==> config.mk <==
export PLATFORM = sky130hd
export DESIGN_NAME = coef_bank
export DESIGN_NICKNAME = d
export VERILOG_FILES = /design/src/logic/pfb_pkg.sv /design/src/logic/coef_bank.sv
export SDC_FILE = /design/constraint.sdc
export NUM_CORES = 2
export LEC_CHECK = 0
export CAP_MARGIN = 20
export CELL_PAD_IN_SITES_DETAIL_PLACEMENT = 2
export CELL_PAD_IN_SITES_GLOBAL_PLACEMENT = 2
export CORE_MARGIN = 4
export CORE_UTILIZATION = 52
export DETAILED_ROUTE_END_ITERATION = 6
export DONT_BUFFER_PORTS = 1
export GPL_ROUTABILITY_DRIVEN = 1
export HOLD_SLACK_MARGIN = 0.05
export PLACE_DENSITY = 0.81
export SYNTH_ARGS = -nofsm -noshare
export SYNTH_HDL_FRONTEND = slang
export SYNTH_SLANG_ARGS = --single-unit
==> constraint.sdc <==
create_clock -name clk -period 69.5 [get_ports clk]
set_input_delay 17.375 -clock clk [delete_from_list [all_inputs] [get_ports clk]]
set_output_delay 17.375 -clock clk [all_outputs]
set_load 0.01 [all_outputs]
==> src/logic/pfb_pkg.sv <==
// Shared widths, sizes and the complex sample type for the polyphase filter bank RTL.
package pfb_pkg;

  // sample and coefficient widths.
  localparam int SAMPLE_W = 32;
  localparam int IQ_W = 16;
  localparam int COEF_W = 18;
  localparam int COEF_FRAC = 17;

  // bank geometry.
  localparam int NUM_TAPS = 4;
  localparam int MAX_PHASES = 16;
  localparam int PHASE_W = 4;
  localparam int SIZE_W = 5;

  // one full reload covers every tap of every phase.
  localparam int COEF_COUNT = NUM_TAPS * MAX_PHASES;
  localparam int COEF_ADDR_W = 6;

  // multiply-accumulate width.
  localparam int ACC_W = 40;

  // output buffering.
  localparam int FIFO_DEPTH = 16;
  localparam int ALMOST_FULL_LEVEL = 10;

  // a sample word, seen either whole or as its I and Q halves.
  typedef union packed {
    logic [SAMPLE_W-1:0] raw;
    struct packed {
      logic signed [IQ_W-1:0] i;
      logic signed [IQ_W-1:0] q;
    } iq;
  } sample_t;

endpackage
==> src/logic/coef_bank.sv <==
// Reloadable coefficient store, written by the reload stream and read by phase.
module coef_bank
  import pfb_pkg::*;
(
  input  logic                             clk,
  input  logic                             sync_reset,
  input  logic                             r_valid,
  input  logic [COEF_W-1:0]                r_data,
  input  logic                             r_last,
  output logic                             r_ready,
  input  logic [PHASE_W-1:0]               rd_phase,
  output logic [NUM_TAPS-1:0][COEF_W-1:0]  rd_coefs
);

  logic                   take;
  logic [COEF_ADDR_W-1:0] coef_idx;
  logic [COEF_W-1:0]      coef_mem [NUM_TAPS][MAX_PHASES];

  assign take = r_valid & r_ready;

  // upper index bits pick the tap, lower bits the phase.
  always_ff @(posedge clk or posedge sync_reset) begin
    if (sync_reset) begin
      r_ready <= 1'b0;
      coef_idx <= '0;
      for (int t = 0; t < NUM_TAPS; t++) begin
        for (int p = 0; p < MAX_PHASES; p++) begin
          coef_mem[t][p] <= '0;
        end
      end
    end else begin
      r_ready <= 1'b1;
      if (take) begin
        coef_mem[coef_idx[COEF_ADDR_W-1:PHASE_W]][coef_idx[PHASE_W-1:0]] <= r_data;
        if (r_last || int'(coef_idx) == COEF_COUNT - 1) begin
          coef_idx <= '0;
        end else begin
          coef_idx <= coef_idx + 1'b1;
        end
      end
    end
  end

  always_ff @(posedge clk) begin
    for (int t = 0; t < NUM_TAPS; t++) begin
      rd_coefs[t] <= coef_mem[t][rd_phase];
    end
  end

  // the last word of a full bank must close the reload.
  a_index_in_range: assert property (@(posedge clk) disable iff (sync_reset)
    take && int'(coef_idx) == COEF_COUNT - 1 |-> r_last);

endmodule

# Word-level counts from Yosys, hierarchy flattened
# Index checks and enable logic that the tools add are counted.
# totals
in_bits,26
register_bits,1231
wordCells,102
output_inout_bits,73
# classes
n_bitwise,4
n_reduce_logical,3
add_sub_neg,1
n_eq_ne,1
n_lt_le_gt_ge,5
n_mux,18
# op_table
operator,count
bitwise mux 1152 bit,1
demux 288 bit (select 2 bit),1
binary-select mux 18 bit (select 4 bit),4
2-to-1 mux 288 bit,1
2-to-1 mux 18 bit,9
demux 18 bit (select 4 bit),1
>= comparator 5 bit (second input constant),2
inverter 4 -> 5 bit,2
adder 6 x 1 -> 6 bit (second input constant),1
equality test 6 x 1 -> 1 bit (second input constant),1
2-to-1 mux 6 bit,1
< comparator 5 x 1 -> 1 bit (second input constant),1
>= comparator 3 bit (second input constant),1
< comparator 3 x 1 -> 1 bit (second input constant),1
inverter 2 -> 3 bit,1
logical AND 1 bit,2
AND 1 bit,1
logical OR 1 bit,1

# Longest topological paths before layout
# logic_depth
word_depth,8
ltp_mapped,7
mapped_depth_nobuf,5

# Worst setup path after synthesis
# OpenSTA, ideal clock, no wires.
# synth_path
path_type,input to register
startpoint,input rd_phase[0]
endpoint,register rd_coefs[43] (netlist name)
t_arrival_ps,18883
t_required_ps,69380
setup_ps,120
path_stages,7
path_buffers,4
path_slack_ps,50497
cell_sequence,buf_2 buf_2 buf_2 buf_2 mux4_2 a22oi_1 nand2_1
# synth_via
elab_chain_cells,4
# synth_lines
element,line,text
start: declaration,coef_bank.sv:11,"input logic [PHASE_W-1:0] rd_phase,"
inverter 4 -> 5 bit (implied by the code),coef_bank.sv:46,rd_coefs[t] <= coef_mem[t][rd_phase];
binary-select mux 18 bit (select 4 bit),coef_bank.sv:46,
2-to-1 mux 18 bit (implied by the code) (2 in series),coef_bank.sv:46,
end signal: indexed assignment,coef_bank.sv:46,
end: declaration,coef_bank.sv:12,output logic [NUM_TAPS-1:0][COEF_W-1:0] rd_coefs
# Every way passes these cells. The select of a mux whose other input is x is not followed.
# A chain may end at the register's enable or synchronous reset.

==> flow_summary.json <==
{
  "status": "completed",
  "synth_cells": 3315,
  "seqCellArea_mm2": 0.0304,
  "drive_above_1_share_pct": 52.1,
  "ant_nets": 0,
  "r2r-end": "coef_mem[20]$_DFFE_PP0P_",
  "synth_top_area_share_pct": 53.9,
  "route.met3.wl_mm": 10.1,
  "path_clk_slew_ns": 0.06,
  "ir_drop_uv": 21.5,
  "fin_crit_sh_pct": 30.7,
  "cts_tree": "done",
  "grt_pass1_wl_mm": 263,
  "drc_errors": 0,
  "yosysSeqAreaShare_pct": 56.6,
  "slew_viol_final": 0,
  "drt-pass1-iter-count": 7,
  "vias": 30700,
  "die-area_mm2": 0.109,
  "rsz0062_at_grt": "false",
  "reg2reg_slack_ns": 66.11,
  "wl_per_cell_um": 38.1,
  "hp-class": "reg -> reg",
  "layout_common_cells": "dfrtp_1, mux2_2, mux4_2",
  "nets": 3232,
  "critPathKind": "in -> async",
  "root_buffer": "clkbuf_16",
  "timing.slew.headroom_pct": 17.9,
  "synth_fp_nets": 3345,
  "min_period_ns": 21.34,
  "synth_edf_count": 0,
  "fmax_ghz": 0.0469,
  "cap_violations": 0,
  "instances_no_fill": 4681,
  "start_kind": "input pin",
  "max_slew.worst_pin.slew_ns": 1.23,
  "grt_antenna_before_repair": 12,
  "vias_per_cell": 6.56,
  "postCtsSetupBuffers": 0,
  "port_buffers": 0,
  "rr_worst_depth": 4,
  "final_common_cell": "dfrtp_1",
  "start_util_pct": 52.6,
  "io_pins": 99,
  "async_flop_share_pct": 94.2,
  "avgSynthCellArea_um2": 16.2,
  "totalWireLength_mm": 178,
  "insertion_delay_ns": 0.77,
  "ys.flop_type": "dfrtp_1",
  "setup_viol": 0,
  "cp-end-kind": "async pin",
  "leakage_nw": 28.5,
  "wl_met2_mm": 90.1,
  "finalHoldViolations": 0,
  "coreArea_mm2": 0.102,
  "multiInputGateArea_mm2": 0.0219,
  "worstPathRequired_ns": 70.38,
  "hold_start": "coef_mem[457]$_DFFE_PP0P_",
  "synth.distinct_cells": 37,
  "overflow": 0,
  "grt_pass1_vias": 36200,
  "yosysWarnings": 0,
  "power_density_mw_per_mm2": 29.2,
  "highest_layer": "met5",
  "clock_path_buffers": 3,
  "dieWidth_um": 330,
  "drt_iter0_drc": 2785,
  "htree_levels": 4,
  "hold_depth": 1,
  "die_y_um": 330,
  "fin_setup_tns_ns": 0,
  "row_count": 117,
  "ys_ff_latch": 1231,
  "cts.sinks": 1231,
  "cts_buffers": 136,
  "grt_start_max_net_pins": 289,
  "worstPathArrival_ns": 22.22,
  "grt_usage_pct": 33.1,
  "synth_area_leaders": "dfrtp_1, mux2_2, mux4_2",
  "cts_resized": 0,
  "area_growth_pct": 10.0,
  "hold_end": "coef_mem[457]$_DFFE_PP0P_",
  "yosysTopAreaCell": "dfrtp_1",
  "fill_cells": 8413,
  "place.gp.congestion": 0.733,
  "dpl.hpwl_mm": 83.3,
  "hold_buffers": 0,
  "dp_cells": 4425,
  "critical_path_peak_fanout": 109,
  "timing.rr.start": "r_ready$_DFF_PP0_",
  "skew_ns": 0.0219,
  "synth_area_mm2": 0.0538,
  "m1WireLength_mm": 70.5
}
==> through the flow <==
| stage | utilization (%) | hold slack, ns | area, um^2 | setup WS (ns) | power (mW) |
|---|---|---|---|---|---|
| floorplan | - | 0.452 | 53800 | 19.48 | 0.934 |
| global placement | 53.2 | 0.462 | 54400 | 47.33 | 0.938 |
| detailed placement | 53.2 | 0.472 | 54400 | 46.94 | 0.960 |
| CTS | 57.7 | 0.493 | 59000 | 47.65 | 1.74 |
| global route | 57.9 | 0.513 | 59200 | 47.55 | 1.79 |
| finish | 57.9 | 0.491 | 59200 | 48.16 | 1.73 |
==> power by group <==
part	internal, mW	switching [mW]	leakage, nW
logic	0.0777	0.0634	9.69
registers	0.778	0.0457	16.5
clock network	0.453	0.310	2.27
total	1.31	0.420	28.5
==> cell type report <==
type	count	area share, %
tap	1368	2.89
clock buffer	219	7.20
antenna	3	0.0127
inverter	5	0.0444
timing repair buffer	48	0.824
clock inverter	27	0.625
multi-input combinational	1780	37.0
sequential	1231	51.4
==> synth_stat cells, types with 7 or more instances <==
cell / instances
dfxtp_1: 72
clkbuf_1: 165
a22oi_1: 144
mux2_2: 1117
nor2_4: 7
dfrtp_1: 1159
mux4_2: 288
buf_6: 34
nand2_2: 8
buf_1: 37
buf_2: 43
nor2_2: 21
nand2_1: 94
mux2_1: 35
nor2_8: 20
buf_4: 19
==> layer usage <==
layer | track usage, % | vias up
met5 | 0 | -
met4 | 15.0 | 4
met3 | 7.15 | 415
met2 | 55.6 | 1108
met1 | 41.4 | 17100
li1 | - | 12100
==> worst max path at each step <==
stage	startpoint	to	slack (ns)
5_1_grt	sync_reset	coef_mem[191]$_DFFE_PP0P_	47.55
3_3_place_gp	sync_reset	coef_mem[158]$_DFFE_PP0P_	47.33
3_5_place_dp	sync_reset	coef_mem[208]$_DFFE_PP0P_	46.94
6_report	sync_reset	coef_mem[208]$_DFFE_PP0P_	48.16
2_1_floorplan	sync_reset	coef_idx[0]$_DFFE_PP0P_	19.48
4_1_cts	sync_reset	coef_mem[258]$_DFFE_PP0P_	47.65
==> kinds of logic (layout without fill, tap and decap cells) <==
group / count (synthesis) / after routing / synth area share, %
AOI/OAI and AO/OA: 155 / 155 / 2.13
muxes: 1440 / 1440 / 36.1
DFF: 1231 / 1231 / 56.6
adders and majority gates: 4 / 4 / 0.0930
buffers and inverters: 304 / 299 / 2.86
and+or+nand+nor: 180 / 180 / 2.21
other: 1 / 4 / 0.00697
==> worst max-delay path, stage by stage <==
cell    delay (ns)
inv_8         0.47
buf_4         0.92
buf_4         0.87
buf_4         0.88
buf_4         0.70
buf_4         0.30
buf_16        0.31
==> flip-flops by register name, summed over array words and instances (netlist names) <==
name	cells
rd_coefs	72
coef_mem	1152
r_ready	1
coef_idx	6
Note: power is estimated with default switching activity, not from simulation.
