--- config.mk ---
export PLATFORM = sky130hd
export DESIGN_NAME = tap_history
export DESIGN_NICKNAME = d
export VERILOG_FILES = /design/src/logic/pfb_pkg.sv /design/src/logic/tap_history.sv
export SDC_FILE = /design/constraint.sdc
export NUM_CORES = 2
export LEC_CHECK = 0
export BUFFER_PORTS_ARGS = -buffer_cell sky130_fd_sc_hd__buf_4
export CAP_MARGIN = 15
export CELL_PAD_IN_SITES_DETAIL_PLACEMENT = 1
export CELL_PAD_IN_SITES_GLOBAL_PLACEMENT = 1
export CORE_ASPECT_RATIO = 1.75
export CORE_MARGIN = 2
export CORE_UTILIZATION = 40
export DETAILED_ROUTE_END_ITERATION = 10
export PLACE_DENSITY_LB_ADDON = 0.1
export SYNTH_ARGS = -nofsm -noshare
export SYNTH_HDL_FRONTEND = slang
export SYNTH_SLANG_ARGS = --single-unit
--- constraint.sdc ---
create_clock -name clk -period 83.9 [get_ports clk]
set_input_delay 25.17 -clock clk [delete_from_list [all_inputs] [get_ports clk]]
set_output_delay 25.17 -clock clk [all_outputs]
set_load 0.005 [all_outputs]
--- src/logic/pfb_pkg.sv ---
// Shared widths, sizes and the complex sample type for the polyphase filter bank RTL.
package pfb_pkg;

  // sample and coefficient widths.
  localparam int SAMPLE_W = 32;
  localparam int IQ_W = 16;
  localparam int COEF_W = 18;
  localparam int COEF_FRAC = 17;

  // bank geometry.
  localparam int NUM_TAPS = 4;
  localparam int MAX_PHASES = 16;
  localparam int PHASE_W = 4;
  localparam int SIZE_W = 5;

  // one full reload covers every tap of every phase.
  localparam int COEF_COUNT = NUM_TAPS * MAX_PHASES;
  localparam int COEF_ADDR_W = 6;

  // multiply-accumulate width.
  localparam int ACC_W = 40;

  // output buffering.
  localparam int FIFO_DEPTH = 16;
  localparam int ALMOST_FULL_LEVEL = 10;

  // a sample word, seen either whole or as its I and Q halves.
  typedef union packed {
    logic [SAMPLE_W-1:0] raw;
    struct packed {
      logic signed [IQ_W-1:0] i;
      logic signed [IQ_W-1:0] q;
    } iq;
  } sample_t;

endpackage
--- src/logic/tap_history.sv ---
// Per-phase shift history holding the most recent arm samples for each filter arm.
module tap_history
  import pfb_pkg::*;
(
  input  logic                   clk,
  input  logic                   sync_reset,
  input  logic                   arm_valid,
  input  sample_t                arm_sample,
  input  logic [PHASE_W-1:0]     arm_phase,
  input  logic                   arm_last,
  output logic                   hist_valid,
  output sample_t [NUM_TAPS-1:0] hist_taps,
  output logic [PHASE_W-1:0]     hist_phase,
  output logic                   hist_last
);

  // entry 0 of a row is the newest sample.
  sample_t [NUM_TAPS-1:0] rows [MAX_PHASES];
  sample_t [NUM_TAPS-1:0] shifted;

  assign shifted = {rows[arm_phase][NUM_TAPS-2:0], arm_sample};

  always_ff @(posedge clk or posedge sync_reset) begin
    if (sync_reset) begin
      hist_valid <= 1'b0;
    end else begin
      hist_valid <= arm_valid;
    end
  end

  always_ff @(posedge clk or posedge sync_reset) begin
    if (sync_reset) begin
      for (int k = 0; k < MAX_PHASES; k++) begin
        rows[k] <= '0;
      end
    end else if (arm_valid) begin
      rows[arm_phase] <= shifted;
    end
  end

  // the row leaves already updated, so the newest tap is this sample.
  always_ff @(posedge clk) begin
    if (arm_valid) begin
      hist_taps <= shifted;
      hist_phase <= arm_phase;
      hist_last <= arm_last;
    end
  end

endmodule

# After elaboration in Yosys (flattened, before gate mapping)
# Cells that the tools add are included.
# classes
reduce_logical,1
n_mux,6
bitwise_logic,1
n_lt_le_gt_ge,2
# ops
operator,count
$bwmux 2048,1
$bmux 128 s4,1
$demux 128 s4,1
$mux 96,2
$mux 128,1
$ge 5x5->1 const B,1
$lt 5x1->1 const B,1
$not 4->5,1
$logic_and 1x1->1,1
# totals
register_bits,2182
out_inout_bits,134
elab_cells,81

# Logic depth before layout (Yosys ltp)
# logic_depth
ltp_word,6
ltp_mapped,7
depth_no_buf,3

# Least setup slack after synthesis
# OpenSTA, ideal clock, no wires.
# synth_timing
kind,input to register
start,input port arm_phase[0]
end,"register hist_taps[64] (netlist name), data pin"
slack_ps,57063
required_time_ps,83641
arrival_ps,26578
setup_ps,259
stages,7
n_path_buf,4
cell_sequence,buf_4 > buf_2 > buf_2 > buf_2 > mux4_2 > a22oi_1 > nand2_1
# synth_lines
item,line,source
"start, declared",tap_history.sv:9,"input logic [PHASE_W-1:0] arm_phase,"
"end signal, assigned",tap_history.sv:44,hist_taps <= shifted;
"end, declared",tap_history.sv:12,"output sample_t [NUM_TAPS-1:0] hist_taps,"

==> parameters.txt <==
Parameter                              Value

Final layout
  Layout cell share with drive strength beyond 1    0.535
  Layout Cell Area excl Fill    81000 sq um
  Final core utilization    0.450
  Area Growth Syn to Fin    12.0%
  Count of placed standard cells in the final layout, fillers left out    6862
  Final net count    4380
  Combined area of the multi-input logic cells    28200 sq um
  Footprint of the flip-flops and latches    42500 sq um
  Count of filler cells inserted in the layout    17300

Placement
  DP HPWL    126000 um
  Number of I/O port buffers    173
  Routability congestion estimate from global placement    0.718
  Inst Count DP    6558
  Instance area after placement    75700 sq um

STA
  Share of the clock period used by the worst path after layout    0.349
  Accumulated negative setup slack    0 ps
  Worst-case clock skew    27.9 ps
  Hold violation count in the final report    0
  Max-slew headroom at the worst pin    0.261
  Least-Margin Pin Slew    1110 ps
  Unrepaired setup endpoints after global routing    no
  FMAX    0.0341 GHz
  Minimum clock period after layout    29300 ps
  Number of failing setup endpoints in the final timing report    0
  Final-report max-slew violation count    0

Yosys
  Number of synthesis warnings    0
  Most used flip-flop cell after synthesis    sky130_fd_sc_hd__dfrtp_1
  Distinct cell type count of the synthesized netlist    26
  Count leader, synth    sky130_fd_sc_hd__dfrtp_1
  Area share of the largest cell type after synthesis    0.532
  Synth top area cells    sky130_fd_sc_hd__dfrtp_1 53%, sky130_fd_sc_hd__mux2_2 23%, sky130_fd_sc_hd__mux4_2 12%
  Syn Std Cell Area    72300 sq um
  Number of nets in the synthesized netlist    4275
  Post-synthesis sequential area ratio    0.587
  Post-synthesis sequential element count    1670
  Top cell types by occurrence after synthesis    1537 x sky130_fd_sc_hd__dfrtp_1, 1451 x sky130_fd_sc_hd__mux2_2, 384 x sky130_fd_sc_hd__mux4_2, 192 x sky130_fd_sc_hd__a22oi_1, 164 x sky130_fd_sc_hd__buf_2
  Count of mapped cells out of synthesis    4235
  Syn_area_per_cell    17.1 sq um
  Share of synthesized registers carrying an async set or reset    0.920
  Dominant cell type by area after synthesis    sky130_fd_sc_hd__dfrtp_1
  Number of flops mapped to enable cells by yosys    133

Setup path
  WP data arrival    30090 ps
  Type of the setup path with the least slack    primary input to async pin
  Worst EP required    84690 ps
  CP startpoint kind    primary input
  Worst r2r path cells    3
  CP Max Fanout    98
  Type of destination of the critical path    async pin

Clock tree
  Clock Path Buffers    4
  Count of hold-fix buffers inserted at cts    0
  Clock latency at the later pin of the worst-skew pair    810 ps
  Post-cts repair resize count    0
  Clock slew seen by the registers of the worst setup and hold paths    60 ps
  Master cell of the clock root buffer    sky130_fd_sc_hd__clkbuf_16
  Number of H-tree levels    4
  CTS tree    built
  Clk sinks    1670
  TritonCTS Buffers    172
  Count of buffers added by post-CTS timing repair for setup    0

Power
  PwrDens    28.4 nW/um^2
  VDD IR max    22.9 uV
  Final total power    2.30 mW
  Leak    35.8 nW

GRT
  Gr ovfl total    0
  Antenna violations before repair    5
  Aggregate global-route resource usage    0.227
  First-pass GRT wire length    312000 um
  Maximum number of pins on one net before global-route repair    163
  Via count of the first global-routing pass    44600

Drt
  DRC violation count after routing    0
  First DRT Iteration DRCs    2056
  First-pass DRT Iterations    5
  DR vias    38700
  Via-per-instance ratio    5.65
  Number of nets still failing antenna checks after routing    0
  Final WL    207000 um
  WL/cell    30.1 um

Die
  Std-Cell Core Area    180000 sq um
  Row count    206
  Boundary pin count    174
  Height of the chip    567 um
  Initial cell density of the core    0.402
  Horizontal die dimension    325 um
  Die area    184000 sq um

Hold path
  Kind of path behind the tightest hold check    flip-flop to flip-flop
  Worst Hold Depth    1

Status
  Result of the run    complete, no violations

Run
  Max capacitance violation total    0
[worst paths after layout]
path                                 end  slack [ps]          from
setup / recovery               rows[410]       54600    sync_reset
hold / removal                 rows[934]         490     rows[934]
setup reg to reg           hist_taps[45]       81860     rows[525]
hold reg to reg                rows[934]         490     rows[934]
max in group clk               rows[597]       55240  arm_phase[0]
min in group asynchronous      rows[706]       24450    sync_reset
[registers in the layout, summed over array words and instances (netlist names)]
signal,cells
rows,1536
hist_taps,128
hist_phase,4
hist_last,1
hist_valid,1
[logic make-up after synthesis]
| group | Yosys count | synth area share |
|---|---|---|
| AOI/OAI and AO/OA | 192 | 0.0199 |
| buffers and inverters | 328 | 0.0243 |
| DFF | 1670 | 0.587 |
| muxes | 1920 | 0.361 |
| and+or+nand+nor | 125 | 0.00792 |
[layout by cell type (no fill, tap or decap), types with 2 or more instances in the layout]
| master | n |
|---|---|
| sky130_fd_sc_hd__nor2b_4 | 2 |
| sky130_fd_sc_hd__clkbuf_8 | 30 |
| sky130_fd_sc_hd__nand2b_1 | 2 |
| sky130_fd_sc_hd__diode_2 | 8 |
| sky130_fd_sc_hd__edfxtp_1 | 133 |
| sky130_fd_sc_hd__or3_4 | 2 |
| sky130_fd_sc_hd__clkbuf_1 | 56 |
| sky130_fd_sc_hd__dfrtp_1 | 1537 |
| sky130_fd_sc_hd__clkinvlp_4 | 2 |
| sky130_fd_sc_hd__buf_12 | 7 |
| sky130_fd_sc_hd__clkinv_4 | 2 |
| sky130_fd_sc_hd__clkinv_2 | 16 |
| sky130_fd_sc_hd__inv_6 | 3 |
| sky130_fd_sc_hd__bufinv_16 | 2 |
| sky130_fd_sc_hd__nor3_4 | 6 |
| sky130_fd_sc_hd__nand3_1 | 2 |
| sky130_fd_sc_hd__nand3b_1 | 2 |
| sky130_fd_sc_hd__mux4_2 | 384 |
| sky130_fd_sc_hd__clkinv_1 | 8 |
| sky130_fd_sc_hd__a22oi_1 | 192 |
| sky130_fd_sc_hd__mux2_1 | 45 |
| sky130_fd_sc_hd__nor2_4 | 7 |
| sky130_fd_sc_hd__mux2_2 | 1451 |
| sky130_fd_sc_hd__buf_4 | 248 |
| sky130_fd_sc_hd__nand2_1 | 98 |
| sky130_fd_sc_hd__mux2_4 | 40 |
| sky130_fd_sc_hd__buf_8 | 3 |
| sky130_fd_sc_hd__clkbuf_16 | 175 |
| sky130_fd_sc_hd__inv_4 | 2 |
[metrics by stage]
step / hold slack, ps / setup WS (ps)
6_report: 488 / 54600
5_1_grt: 506 / 53870
4_1_cts: 494 / 54410
3_5_place_dp: 479 / 53550
3_3_place_gp: 468 / 53610
2_1_floorplan: 459 / 15370
[area by class of cell]
class | count | share of cell area
antenna | 8 | 0.000247
clock buffer | 261 | 0.0618
clock inverter | 35 | 0.00298
inverter | 1 | 0.000139
multi-input combinational | 2237 | 0.348
sequential | 1670 | 0.524
tap | 2392 | 0.0370
timing repair buffer | 258 | 0.0253
[worst max-delay path, stage by stage]
cell and delay [ps]:
sky130_fd_sc_hd__buf_4 130, sky130_fd_sc_hd__inv_8 420, sky130_fd_sc_hd__buf_4 820, sky130_fd_sc_hd__buf_4 780
sky130_fd_sc_hd__buf_4 800, sky130_fd_sc_hd__buf_4 790, sky130_fd_sc_hd__buf_4 830
[where the power goes]
group          switching, mW  internal, mW  total, mW
combinational          0.196         0.246      0.443
clock                  0.323         0.416      0.739
sequential             0.101          1.02       1.12
[routing by layer]
| layer | track usage | up-vias | wire, um |
|---|---|---|---|
| li1 | - | 16200 | - |
| met1 | 0.265 | 21800 | 80500 |
| met2 | 0.436 | 515 | 116000 |
| met3 | 0.0231 | 274 | 4670 |
| met4 | 0.0659 | 6 | 6050 |
| met5 | 0 | - | 35 |
No activity file was read; power rests on OpenSTA's default activity.
