[src/logic/pfb_pkg.sv]
// Shared widths, sizes and the complex sample type for the polyphase filter bank RTL.
package pfb_pkg;

  // sample and coefficient widths.
  localparam int SAMPLE_W = 32;
  localparam int IQ_W = 16;
  localparam int COEF_W = 18;
  localparam int COEF_FRAC = 17;

  // bank geometry.
  localparam int NUM_TAPS = 4;
  localparam int MAX_PHASES = 16;
  localparam int PHASE_W = 4;
  localparam int SIZE_W = 5;

  // one full reload covers every tap of every phase.
  localparam int COEF_COUNT = NUM_TAPS * MAX_PHASES;
  localparam int COEF_ADDR_W = 6;

  // multiply-accumulate width.
  localparam int ACC_W = 40;

  // output buffering.
  localparam int FIFO_DEPTH = 16;
  localparam int ALMOST_FULL_LEVEL = 10;

  // a sample word, seen either whole or as its I and Q halves.
  typedef union packed {
    logic [SAMPLE_W-1:0] raw;
    struct packed {
      logic signed [IQ_W-1:0] i;
      logic signed [IQ_W-1:0] q;
    } iq;
  } sample_t;

endpackage
[src/logic/arm_feeder.sv]
// Phase masking and bottom-half sample substitution that feed the filter arms.
module arm_feeder
  import pfb_pkg::*;
(
  input  logic               clk,
  input  logic               sync_reset,
  input  logic [SIZE_W-1:0]  fft_size,
  input  logic               in_valid,
  input  sample_t            in_data,
  input  logic [PHASE_W-1:0] in_phase,
  input  logic               in_last,
  output logic               arm_valid,
  output sample_t            arm_sample,
  output logic [PHASE_W-1:0] arm_phase,
  output logic               arm_last
);

  logic [SIZE_W-1:0]   size_mask;
  logic [SIZE_W-1:0]   size_half;
  logic                stage_valid;
  sample_t             stage_data;
  logic [PHASE_W-1:0]  stage_phase;
  logic                stage_last;
  logic                bottom_half;
  logic [SAMPLE_W-1:0] delay_mem [MAX_PHASES];

  assign size_mask = fft_size - 1'b1;
  assign size_half = fft_size >> 1;
  // with p below fft_size, the half bit alone marks the upper half.
  assign bottom_half = |(stage_phase & size_half[PHASE_W-1:0]);

  always_ff @(posedge clk or posedge sync_reset) begin
    if (sync_reset) begin
      stage_valid <= 1'b0;
      arm_valid <= 1'b0;
    end else begin
      stage_valid <= in_valid;
      arm_valid <= stage_valid;
    end
  end

  always_ff @(posedge clk) begin
    if (in_valid) begin
      stage_data <= in_data;
      stage_phase <= in_phase & size_mask[PHASE_W-1:0];
      stage_last <= in_last;
    end
    if (stage_valid) begin
      arm_phase <= stage_phase;
      arm_last <= stage_last;
      if (bottom_half) begin
        arm_sample.raw <= delay_mem[stage_phase];
      end else begin
        arm_sample <= stage_data;
      end
    end
  end

  // one revolution of delay per phase, read before it is overwritten.
  always_ff @(posedge clk or posedge sync_reset) begin
    if (sync_reset) begin
      for (int k = 0; k < MAX_PHASES; k++) begin
        delay_mem[k] <= '0;
      end
    end else if (stage_valid) begin
      delay_mem[stage_phase] <= stage_data.raw;
    end
  end

  a_fft_size_legal: assert property (@(posedge clk) disable iff (sync_reset)
    in_valid |-> (fft_size == SIZE_W'(4) || fft_size == SIZE_W'(8) || fft_size == SIZE_W'(16)));

endmodule

[config.mk]
export PLATFORM = sky130hd
export DESIGN_NAME = arm_feeder
export DESIGN_NICKNAME = d
export VERILOG_FILES = /design/src/logic/pfb_pkg.sv /design/src/logic/arm_feeder.sv
export SDC_FILE = /design/constraint.sdc
export NUM_CORES = 1
export LEC_CHECK = 0
export ABC_CLOCK_PERIOD_IN_PS = 16600
export BUFFER_PORTS_ARGS = -buffer_cell sky130_fd_sc_hd__buf_2
export CORE_AREA = 5 5 211 213
export DETAILED_ROUTE_END_ITERATION = 8
export DIE_AREA = 0 0 216 218
export PLACE_DENSITY_LB_ADDON = 0.2
export RECOVER_POWER = 100
export SLEW_MARGIN = 20
export SYNTH_ARGS = -nofsm -noshare
export SYNTH_HDL_FRONTEND = slang
export SYNTH_SLANG_ARGS = --single-unit
export TNS_END_PERCENT = 10
[constraint.sdc]
create_clock -name clk -period 16.6 [get_ports clk]
set_input_delay 0.83 -clock clk [delete_from_list [all_inputs] [get_ports clk]]
set_output_delay 0.83 -clock clk [all_outputs]
set_load 0.02 [all_outputs]
== Word-level counts from Yosys, hierarchy flattened ==
Cells that the tools add are included.
W data, S select, Z words.

* $add $sub $neg: 1
* Order comparisons: 2
* Muxes and demuxes: 7
* Bitwise operators: 3
* Reduce and logical (&&, ||, !) cells: 2

{| class="wikitable"
|+ Operators with widths
! cell !! count
|-
| $bwmux W512 || 1
|-
| $bmux W32 S4 || 1
|-
| $demux W32 S4 || 1
|-
| $mux W32 || 4
|-
| $and A4 B4 Y4 || 2
|-
| $ge A5 B5 Y1 const B || 1
|-
| $lt A5 B1 Y1 const B || 1
|-
| $not A4 Y5 || 1
|-
| $reduce_or A4 Y1 || 1
|-
| $sub A4 B1 Y4 const B || 1
|-
| $logic_and A1 B1 Y1 || 1
|}

* Flip-flop bits (word level): 588
* Bits of input ports: 45
* Output and inout port bits: 38
* Logic and storage cells: 39

== Logic depth before layout (Yosys ltp) ==
* Depth in word-level cells: 6
* Depth in mapped cells: 8
* Mapped depth without buffers: 4

== Worst setup path before layout ==
OpenSTA, ideal clock, no wires.

* Path type: register -> register
* Start: register stage_valid
* End: register delay_mem[404] in the netlist's numbering
* Library setup time: 125 ps
* Arrival: 2509 ps
* Required time: 16475 ps
* Path slack: 13966 ps
* Cell stages (with the launch flop): 5
* Path buffers: 1
* Cells stage by stage: dfrtp_1 > nand2_1 > nor4b_4 > buf_2 > mux2_2

{| class="wikitable"
|+ RTL lines
! item !! RTL line !! source
|-
| from (decl) || arm_feeder.sv:20 || <nowiki>logic stage_valid;</nowiki>
|-
| from (signal assigned) || arm_feeder.sv:37 || <nowiki>stage_valid <= in_valid;</nowiki>
|-
| to (signal, indexed assignment) || arm_feeder.sv:66 || <nowiki>delay_mem[stage_phase] <= stage_data.raw;</nowiki>
|-
| to (decl) || arm_feeder.sv:25 || <nowiki>logic [SAMPLE_W-1:0] delay_mem [MAX_PHASES];</nowiki>
|}

== Worst setup path in the final report ==
* Start: register stage_phase[1]
* End: register arm_sample[25] in the netlist's numbering (data pin)

* Word-level cells in the longest chain between the ends: 5

{| class="wikitable"
|+ RTL lines
! item !! RTL line !! source
|-
| from (decl) || arm_feeder.sv:22 || <nowiki>logic [PHASE_W-1:0] stage_phase;</nowiki>
|-
| from (signal assigned) || arm_feeder.sv:45 || <nowiki>stage_phase <= in_phase & size_mask[PHASE_W-1:0];</nowiki>
|-
| $not A4 Y5 (not written as such) || arm_feeder.sv:52 || <nowiki>arm_sample.raw <= delay_mem[stage_phase];</nowiki>
|-
| $bmux W32 S4 || arm_feeder.sv:52 ||
|-
| $mux W32 (not written as such) (2 in a row) || arm_feeder.sv:52 ||
|-
| $mux W32 * || arm_feeder.sv:51 || <nowiki>if (bottom_half) begin</nowiki>
|-
| to (signal assigned) || arm_feeder.sv:54 || <nowiki>arm_sample <= stage_data;</nowiki>
|-
| to (decl) || arm_feeder.sv:13 || <nowiki>output sample_t arm_sample,</nowiki>
|}

Mark *: on every way between the ends. The rest lies on a longest branch, timed or not. The select of a mux whose other input is x is not followed.
A chain may end at the register's enable or synchronous reset.

==> flow_summary.toml <==
[outcome]
run_status = "complete, but fails checks"
violations = "capacitance limit, slew limit"

[setup_path]
cpMaxStageDelayCell = "clkbuf_1"
worstSetupStartpointType = "flip-flop"
slowest_delay_ns = 2.96
crit_family = "buffers and inverters"
cp.required_ns = 16.93
critPathKind = "reg2reg"
critPathBufInv = 3
path_cells = "clkbuf_1, clkbuf_1, clkbuf_1, mux4_2, mux2i_1, o221ai_1"
cp_max_fo = 58
critPathArrivalTime_ns = 8.85
cpMostUsedCell = "clkbuf_1"
endpoint_kind = "flip-flop"

[timing]
rsz0062_at_grt = "false"
clock_skew_ns = 0.02352
fin_crit_sh = 0.5129
fmax_ghz = 0.1174
layout_setup_ws_ns = 8.086
setup_viol = 0
relSlewSlack = -1.992
hold_violations = 0
fin_setup_tns_ns = 0
tightest_slew_ns = 4.463
finalCriticalPeriod_ns = 8.514
drv_slew = 921

[cells_and_area]
drive_gt1_frac = 0.4578
area_growth_pct = 8.950
fin_area_um2 = 28160
nNetsFinal = 1634
finish.utilization = 0.6626

[cts]
clock_sinks = 588
path_clk_slew_ns = 0.06
cts_made_buffers = 59
cts_resized = 0
cts_setup_buffers = 0
hold_buffers = 0
clockRootBuffer = "clkbuf_16"
clkLatencyLatePin_ns = 0.61
cts_buffer_depth = 3
htree_levels = 2
cts_tree = "done"

[synthesis]
yosys.area.top_type_share = 0.4976
syn_area_um2 = 25850
ys_ff_latch = 588
seq_area_frac_synth = 0.5835
avgSynthCellArea_um2 = 16.76
async_flop_share = 0.8741
ys_warn_count = 0
synth-edff-count = 74
yosys-top-cells-area = "dfrtp_1, mux2_2, mux4_2"
yosysTopAreaCell = "dfrtp_1"
synth_cells = 1542
synthFlopType = "dfrtp_1"
synthesis.nets = 1588
synth_cell_types = 34

[detailed_routing]
drt_iter0_drc = 1022
ant_nets = 0
first_pass_iters = 5
wl_per_cell_um = 26.24
vias_per_cell = 6.349
drc_errors = 0
num_vias = 13850
wirelength_um = 57230

[grt]
antenna_found_initial = 1
grt_pass1_wl_um = 90560
grt_overflow_total = 0
use_met3 = 0.03540
met1_usage = 0.3689
met2_usage = 0.4052
grt_pass1_vias = 15070
grt_max_degree = 189
busiest_layer = "met2"
grt_use_total = 0.2505

[floorplanning]
die-area_um2 = 47090
start_util = 0.6081
die_h_um = 218
die_width_um = 216
core_um2 = 42510
row_count = 76
pin_count = 83

[placed_design]
dp_hpwl_um = 30980
placement.io_buffers = 82
dp_slack_ns = 12.18
dpl_cell_area_um2 = 26670
gp_congestion = 0.7306

[job]
maxCapViolCount = 30

[pwr]
powerDensity_nw_per_um2 = 155.4
leakagePower_nw = 11.83
vdd_drop_max_v = 0.00008477

[worst_hold_path]
min_path_type = "in2reg"
cells in the mapped netlist (6+ instances only):
cell and n:
mux2_2 476, edfxtp_1 74, mux2_1 6, nand3b_1 9
mux2i_1 48, buf_4 11, nor2_1 17, o221ai_1 24
clkbuf_1 37, a31oi_1 16, buf_2 76, mux4_2 128
buf_6 6, dfrtp_1 514, nand2_1 30, a22oi_1 8
mux2_4 30
routing by layer:
metal,up-vias,wire [um]
li1,5900,-
met1,7541,25850
met2,321,27610
met3,83,2613
met4,2,1144
met5,-,11
flip-flops by register name (all words and copies together), names as in the netlist:
signal and flops:
stage_phase 4, stage_last 1, stage_valid 1, arm_valid 1, stage_data 32, arm_last 1
delay_mem 512, arm_phase 4, arm_sample 32
cell usage in the layout, fill, tap and decap left out, types with 16 or more instances in the layout:
master and n:
a31oi_1 16, buf_2 40, clkbuf_1 84, clkbuf_16 61
clkbuf_8 16, dfrtp_1 514, edfxtp_1 74, mux2_1 36
mux2_2 475, mux2i_1 48, mux4_2 128, nand2_1 30
nor2_1 17, o221ai_1 24
cell families after synthesis:
kind of cell / share of synthesized area
mux: 0.3575
flops: 0.5835
buf+inv: 0.02677
simple gates: 0.01539
compound gates: 0.01563
xor+xnor: 0.0006778
fa+ha+maj: 0.0004839
cell type report:
class	instances	area, um^2
Clock buffer	93	1807
Clock inverter	14	72.57
Tap cell	546	683.2
Timing Repair Buffer	118	555.5
Antenna cell	1	2.502
Fill cell	3011	14340
Multi-Input combinational cell	818	9946
Sequential cell	588	15080
Inverter	3	12.51
where the power goes:
part / leakage (nW) / internal, W / total, W / switching [W]
Sequential: 7.03 / 0.00194 / 0.00219 / 0.000248
Clock: 0.937 / 0.000741 / 0.00128 / 0.000541
Combinational: 3.86 / 0.000585 / 0.000907 / 0.000323
Total: 11.8 / 0.00326 / 0.00438 / 0.00111
path summary, 6_finish.rpt:
check | to | cells after the start | slack (ns) | from
setup / recovery | arm_sample[25]$_DFFE_PP_ | 6 | 8.09 | stage_phase[1]$_DFFE_PP_
hold / removal | stage_data[22]$_DFFE_PP_ | 1 | 0.39 | in_data[22]
setup reg to reg | arm_sample[25]$_DFFE_PP_ | 6 | 8.09 | stage_phase[1]$_DFFE_PP_
hold reg to reg | arm_last$_DFFE_PP_ | 0 | 0.43 | stage_last$_DFFE_PP_
max in group asynchronous | delay_mem[366]$_DFFE_PP0P_ | 5 | 8.95 | sync_reset
min in group asynchronous | delay_mem[157]$_DFFE_PP0P_ | 2 | 1.58 | sync_reset
metrics by stage:
step	hold slack (ns)	instances	total power (W)
finish	0.3947	2181	0.004376
CTS	0.3561	2180	0.004434
floorplan	0.4003	1542	0.002913
global route	0.3657	2180	0.004609
detailed placement	0.4209	2073	0.003144
global placement	0.4003	2073	0.003079
(Power assumes the default switching activity.)
