## config.mk

```make
export PLATFORM = sky130hd
export DESIGN_NAME = stream_fifo
export DESIGN_NICKNAME = d
export VERILOG_FILES = /design/src/logic/pfb_pkg.sv /design/src/logic/stream_fifo.sv
export SDC_FILE = /design/constraint.sdc
export NUM_CORES = 1
export LEC_CHECK = 0
export BUFFER_PORTS_ARGS = -buffer_cell sky130_fd_sc_hd__buf_2
export CAP_MARGIN = 5
export CORE_MARGIN = 2
export CORE_UTILIZATION = 55
export CTS_CLUSTER_SIZE = 20
export DETAILED_ROUTE_END_ITERATION = 10
export PLACE_DENSITY = 0.74
export SKIP_CTS_REPAIR_TIMING = 1
export SLEW_MARGIN = 0
export SYNTH_ARGS = -nofsm -noshare
export SYNTH_HDL_FRONTEND = slang
export SYNTH_SLANG_ARGS = --single-unit
```

## constraint.sdc

```tcl
create_clock -name clk -period 27.3 [get_ports clk]
set_input_delay 5.46 -clock clk [delete_from_list [all_inputs] [get_ports clk]]
set_output_delay 5.46 -clock clk [all_outputs]
set_load 0.01 [all_outputs]
```

## src/logic/pfb_pkg.sv

```systemverilog
// Shared widths, sizes and the complex sample type for the polyphase filter bank RTL.
package pfb_pkg;

  // sample and coefficient widths.
  localparam int SAMPLE_W = 32;
  localparam int IQ_W = 16;
  localparam int COEF_W = 18;
  localparam int COEF_FRAC = 17;

  // bank geometry.
  localparam int NUM_TAPS = 4;
  localparam int MAX_PHASES = 16;
  localparam int PHASE_W = 4;
  localparam int SIZE_W = 5;

  // one full reload covers every tap of every phase.
  localparam int COEF_COUNT = NUM_TAPS * MAX_PHASES;
  localparam int COEF_ADDR_W = 6;

  // multiply-accumulate width.
  localparam int ACC_W = 40;

  // output buffering.
  localparam int FIFO_DEPTH = 16;
  localparam int ALMOST_FULL_LEVEL = 10;

  // a sample word, seen either whole or as its I and Q halves.
  typedef union packed {
    logic [SAMPLE_W-1:0] raw;
    struct packed {
      logic signed [IQ_W-1:0] i;
      logic signed [IQ_W-1:0] q;
    } iq;
  } sample_t;

endpackage
```

## src/logic/stream_fifo.sv

```systemverilog
// First-word-fall-through output FIFO whose almost-full flag throttles the input stream.
module stream_fifo
  import pfb_pkg::*;
(
  input  logic                clk,
  input  logic                sync_reset,
  input  logic                wr_valid,
  input  sample_t             wr_data,
  input  logic [PHASE_W-1:0]  wr_phase,
  input  logic                wr_last,
  output logic                almost_full,
  output logic                m_valid,
  output logic [SAMPLE_W-1:0] m_data,
  output logic [PHASE_W-1:0]  m_phase,
  output logic                m_last,
  input  logic                m_ready
);

  logic [SAMPLE_W-1:0]               data_mem [FIFO_DEPTH];
  logic [PHASE_W-1:0]                phase_mem [FIFO_DEPTH];
  logic                              last_mem [FIFO_DEPTH];
  logic [$clog2(FIFO_DEPTH)-1:0]     wr_ptr;
  logic [$clog2(FIFO_DEPTH)-1:0]     rd_ptr;
  logic [$clog2(FIFO_DEPTH+1)-1:0]   count;
  logic                              wr_en;
  logic                              rd_en;

  assign m_valid = (count != '0);
  assign rd_en = m_valid & m_ready;
  assign wr_en = wr_valid & (int'(count) < FIFO_DEPTH);
  assign almost_full = (int'(count) >= ALMOST_FULL_LEVEL);

  // head entry is presented directly.
  assign m_data = data_mem[rd_ptr];
  assign m_phase = phase_mem[rd_ptr];
  assign m_last = last_mem[rd_ptr];

  always_ff @(posedge clk or posedge sync_reset) begin
    if (sync_reset) begin
      wr_ptr <= '0;
      rd_ptr <= '0;
      count <= '0;
      for (int k = 0; k < FIFO_DEPTH; k++) begin
        data_mem[k] <= '0;
        phase_mem[k] <= '0;
        last_mem[k] <= 1'b0;
      end
    end else begin
      if (wr_en) begin
        data_mem[wr_ptr] <= wr_data.raw;
        phase_mem[wr_ptr] <= wr_phase;
        last_mem[wr_ptr] <= wr_last;
        wr_ptr <= (int'(wr_ptr) == FIFO_DEPTH - 1) ? '0 : wr_ptr + 1'b1;
      end
      if (rd_en) begin
        rd_ptr <= (int'(rd_ptr) == FIFO_DEPTH - 1) ? '0 : rd_ptr + 1'b1;
      end
      case ({wr_en, rd_en})
        2'b10: count <= count + 1'b1;
        2'b01: count <= count - 1'b1;
        default: count <= count;
      endcase
    end
  end

  // the almost-full slack must absorb every result still in the pipeline.
  a_no_write_when_full: assert property (@(posedge clk) disable iff (sync_reset)
    wr_valid |-> int'(count) < FIFO_DEPTH);

endmodule

```

Word-level counts from Yosys, hierarchy flattened

Cells that the tools add are included.
W data, S select, Z words.

Add/subtract/negate cells: 4
Magnitude comparators: 5
Equal/unequal tests: 4
Muxes and demuxes: 21
Bitwise logic cells: 4
Reduce and logical (&&, ||, !) cells: 3

Operator list:

| cell                  | number |
|---|---|
| $bwmux W512           | 1 |
| $bmux W32 S4          | 1 |
| $demux W32 S4         | 1 |
| $mux W32              | 3 |
| $bwmux W64            | 1 |
| $mux W4               | 5 |
| $bmux W4 S4           | 1 |
| $bwmux W16            | 1 |
| $demux W4 S4          | 1 |
| $ge A5 B5 Y1 const B  | 2 |
| $not A4 Y5            | 2 |
| $pmux W5 S2           | 1 |
| $add A4 B1 Y4 const B | 2 |
| $eq A4 B1 Y1 const B  | 2 |
| $add A5 B1 Y5 const B | 1 |
| $ge A5 B4 Y1 const B  | 1 |
| $lt A5 B1 Y1 const B  | 1 |
| $lt A5 B5 Y1 const B  | 1 |
| $reduce_bool A5 Y1    | 1 |
| $sub A5 B1 Y5 const B | 1 |
| $bmux W1 S4           | 1 |
| $demux W1 S4          | 1 |
| $mux W1               | 3 |
| $and A1 B1 Y1         | 2 |
| other kinds (4)       | 4 |

Bits in registers: 605
Bits of input ports: 41
Output and inout bits: 39
Word-level logic and storage cells: 92

Depth between registers and ports, before layout

Depth in word-level cells: 6
Depth in mapped cells: 9
Depth with buffers taken out: 8

Least setup slack after synthesis

Ideal clock, no wire load.

Path type: input port to flip-flop
Start: input port wr_valid
End: register count[4]
Library setup time: 80 ps
Arrival time: 7167 ps
Path slack: 20053 ps
Stages on the path: 9
Cell sequence: nor2b_4 buf_6 inv_1 ha_1 fa_1 a21o_1 a21oi_1 mux2i_1 xnor2_1

Cells in the longest elaborated chain, start to end: 3

RTL lines:

| element                                           | RTL line          | source |
|---|---|---|
| start, declared                                   | stream_fifo.sv:7  | `input logic wr_valid,` |
| $and A1 B1 Y1 *                                   | stream_fifo.sv:30 | `assign wr_en = wr_valid & (int'(count) < FIFO_DEPTH);` |
| $eq A2 B1 Y1 or $eq A2 B2 Y1 (tied branches)      | stream_fifo.sv:58 | `case ({wr_en, rd_en})` |
| $pmux W5 S2 or $reduce_bool A2 Y1 (tied branches) | -                 |  |
| end signal, assigned                              | stream_fifo.sv:59 | `2'b10: count <= count + 1'b1;` |
| end signal, assigned                              | stream_fifo.sv:60 | `2'b01: count <= count - 1'b1;` |
| end signal, assigned                              | stream_fifo.sv:61 | `default: count <= count;` |
| end, declared                                     | stream_fifo.sv:24 | `logic [$clog2(FIFO_DEPTH+1)-1:0] count;` |

Every way passes the cells marked *; elsewhere a longest branch is shown, timed or not.
A chain may end at the register's enable or synchronous reset.

Final worst setup path

Start: register rd_ptr[0]
End: output port m_data[9]

Cells in the longest elaborated chain, start to end: 4

RTL lines:

| element                                      | RTL line          | source |
|---|---|---|
| start, declared                              | stream_fifo.sv:23 | `logic [$clog2(FIFO_DEPTH)-1:0] rd_ptr;` |
| start signal, assigned                       | stream_fifo.sv:56 | `rd_ptr <= (int'(rd_ptr) == FIFO_DEPTH - 1) ? '0 : rd_ptr + 1'b1;` |
| $not A4 Y5 (implied by the code)             | stream_fifo.sv:34 | `assign m_data = data_mem[rd_ptr];` |
| $bmux W32 S4                                 | stream_fifo.sv:34 |  |
| $mux W32 (implied by the code) (2 in series) | stream_fifo.sv:34 |  |
| end, declared                                | stream_fifo.sv:13 | `output logic [SAMPLE_W-1:0] m_data,` |

Every way passes these cells. The select of a mux whose other input is x is not followed.

==> impl_metrics.ini <==
[cells_and_area]
mostFrequentLayoutCell = dfrtp_1
fin_nets = 1841
multi_input_area_um2 = 11700
register_area_um2 = 15100
synthToLayoutAreaGrowth_pct = 10.6
drive_gt1_frac = 0.505
diodes = 0
filler_cell_count = 3738
final_cell_mix = dfrtp_1 (602), mux2_2 (573), mux2i_1 (112)

[worst_hold_path]
min-delay-start = data_mem[44]$_DFFE_PP0P_
min_path_cells = 1
hold_path_end = data_mem[44]$_DFFE_PP0P_
hp-class = reg -> reg

[power_and_ir_drop]
switchingPower_w = 0.00118
cell_internal_pwr_w = 0.00253
finalPower_w = 0.00372
pwr_density_cell_nw_per_um2 = 122
combPwrFrac = 0.359
switching_share = 0.318
power_frac_seq = 0.399
leakage_nw = 14.0
power.share.clock = 0.242
ir_drop_uv = 55.8

[placement]
gp_congestion = 0.744
hpwl_um = 36000
port_buffers = 79

[flow_run]
max-cap-violations = 0

[clocking]
cts_tree = done
clock_latency_ns = 0.59
htree_num_levels = 3
cts_sinks = 605
path_clk_slew_ns = 0.06
root_buffer = clkbuf_16
clock_tree.buffer_depth = 3
cts_inserted_buffers = 66

[timing]
grt_setup_unrepaired = false
max_slew_margin = 0.203
hold_ws_ns = 0.484
report.final.slew_viol_count = 0
worst-slew-pin-transition_ns = 1.19
finalCritPeriodShare = 0.363
finClkSkew_ns = 0.0169
tns_ns = 0
fmax_mhz = 101
finalCriticalPeriod_ns = 9.92
setup_viol = 0
finalHoldViolCount = 0

[worst_setup_path]
end_kind = primary output
rr_worst_depth = 6
arrival_ns = 4.46
critPathKind = reg -> out
r2r_end = rd_ptr[3]$_DFFE_PP0P_
critPathLaunchType = flip-flop
worstReg2RegStart = rd_ptr[0]$_DFFE_PP0P_
cp.required_ns = 21.84
r2r_slack_ns = 23.92
path_max_fanout = 43

[status]
status = completed

[drt]
viasPerCell = 6.21
num_vias = 15600
totalWireLength_um = 63800
drc = 0
final_antenna_net_count = 0
wl_per_cell_um = 25.4
drt_iter0_markers = 1012
firstDrtPassIters = 5

[die]
core_area_um2 = 49900
dieArea_um2 = 52100
rows = 82
start_util = 0.555
io_pins = 80
die_w_um = 228
die_h_um = 228

[synthesis]
syn-num-nets = 1810
synth_seq_cells = 605
syn_area_per_cell_um2 = 15.7
yosys-top-cells-area = dfrtp_1 (55%), mux2_2 (23%), mux4_2 (9.0%)
synth-seq-area-share = 0.547
yosysTopAreaCellShare = 0.547
ys_types = 39
yosys.area.top_type = dfrtp_1
synth_warnings = 0
netlist_instances = 1759
syn-cell-area_um2 = 27700

[global_routing]
overflow = 0
track_usage = 0.253
grt_max_degree = 134
grt_antenna_before_repair = 1
grt_pass1_wl_um = 101000
grt_pass1_vias = 17000
## synth_stat cells, drive strengths merged
cell type and number:
nand2 10, or4 1, dfrtp 605, a21o 3, mux4 111, a31oi 2, inv 5, a21oi 3
o21ai 41, a41o 1, a32oi 37, ha 9, nor2b 3, mux2 595, fa 1, nor2 16
a22oi 37, xnor2 6, o41a 1, buf 91, or2 2, nand3 4, nand2b 2, clkbuf 56
and2 2, xor2 1, o41ai 1, clkinv 1, mux2i 112
## power groups by stage
stage,combinational (W),sequential [W],clock [W]
finish,0.00133,0.00148,0.000899
global route,0.00143,0.00153,0.000957
CTS,0.00135,0.00148,0.000916
detailed placement,0.00134,0.00150,0
global placement,0.00131,0.00147,0
floorplan,0.00106,0.00140,0
## how the worst max path moves through the flow
stage	start	to	slack, ns	cells after the start
2_1_floorplan	sync_reset	count[0]$_DFFE_PP0P_	4.90	1
3_3_place_gp	rd_ptr[0]$_DFFE_PP0P_	m_data[3]	17.88	6
3_5_place_dp	rd_ptr[0]$_DFFE_PP0P_	m_data[9]	17.88	6
4_1_cts	rd_ptr[0]$_DFFE_PP0P_	m_data[9]	17.23	6
5_1_grt	rd_ptr[0]$_DFFE_PP0P_	m_data[3]	16.98	6
6_report	rd_ptr[0]$_DFFE_PP0P_	m_data[9]	17.38	6
## metal layers
| layer | global-route usage | vias to the layer above | routed length (um) |
|---|---|---|---|
| met5 | 0 | - | 11 |
| met4 | 0.0723 | 2 | 1370 |
| met3 | 0.0475 | 108 | 3270 |
| met2 | 0.424 | 376 | 31800 |
| met1 | 0.340 | 8450 | 27400 |
| li1 | - | 6655 | - |
## registers in the layout, summed over array words and instances, names as in the netlist
register	flops
count	5
data_mem	512
last_mem	16
phase_mem	64
rd_ptr	4
wr_ptr	4
## stage by stage
step                worst slack, ns  utilization  instance area (um2)  cells
global placement              17.88        0.569                28400   2394
floorplan                      4.90            -                27700   1759
CTS                           17.23        0.613                30600   2509
detailed placement            17.88        0.569                28400   2394
global route                  16.98        0.613                30600   2509
finish                        17.38        0.613                30600   2509
## cells by family after synthesis
kind of cell | Yosys count | synth area share
AO/OA/AOI/OAI | 126 | 0.0321
XOR/XNOR | 7 | 0.00222
adder cells (fa/ha/maj) | 10 | 0.00479
buffers and inverters | 153 | 0.0293
flip-flops | 605 | 0.547
multiplexers | 818 | 0.373
AND/OR/NAND/NOR | 40 | 0.0112
## critical path, stage by stage, from the launching register on
cell and delay, ns:
dfrtp_4 0.92, buf_4 0.80, buf_4 0.80, mux4_2 0.59, a32oi_1 0.19, o21ai_0 0.24, buf_2 0.26
## layout make-up
cell class	count	area share
Sequential cell	605	0.495
Multi-Input combinational cell	1001	0.384
Clock buffer	96	0.0654
Tap cell	672	0.0275
Timing Repair Buffer	110	0.0205
Clock inverter	19	0.00663
Inverter	6	0.000982
No activity file was read; power rests on OpenSTA's default activity.
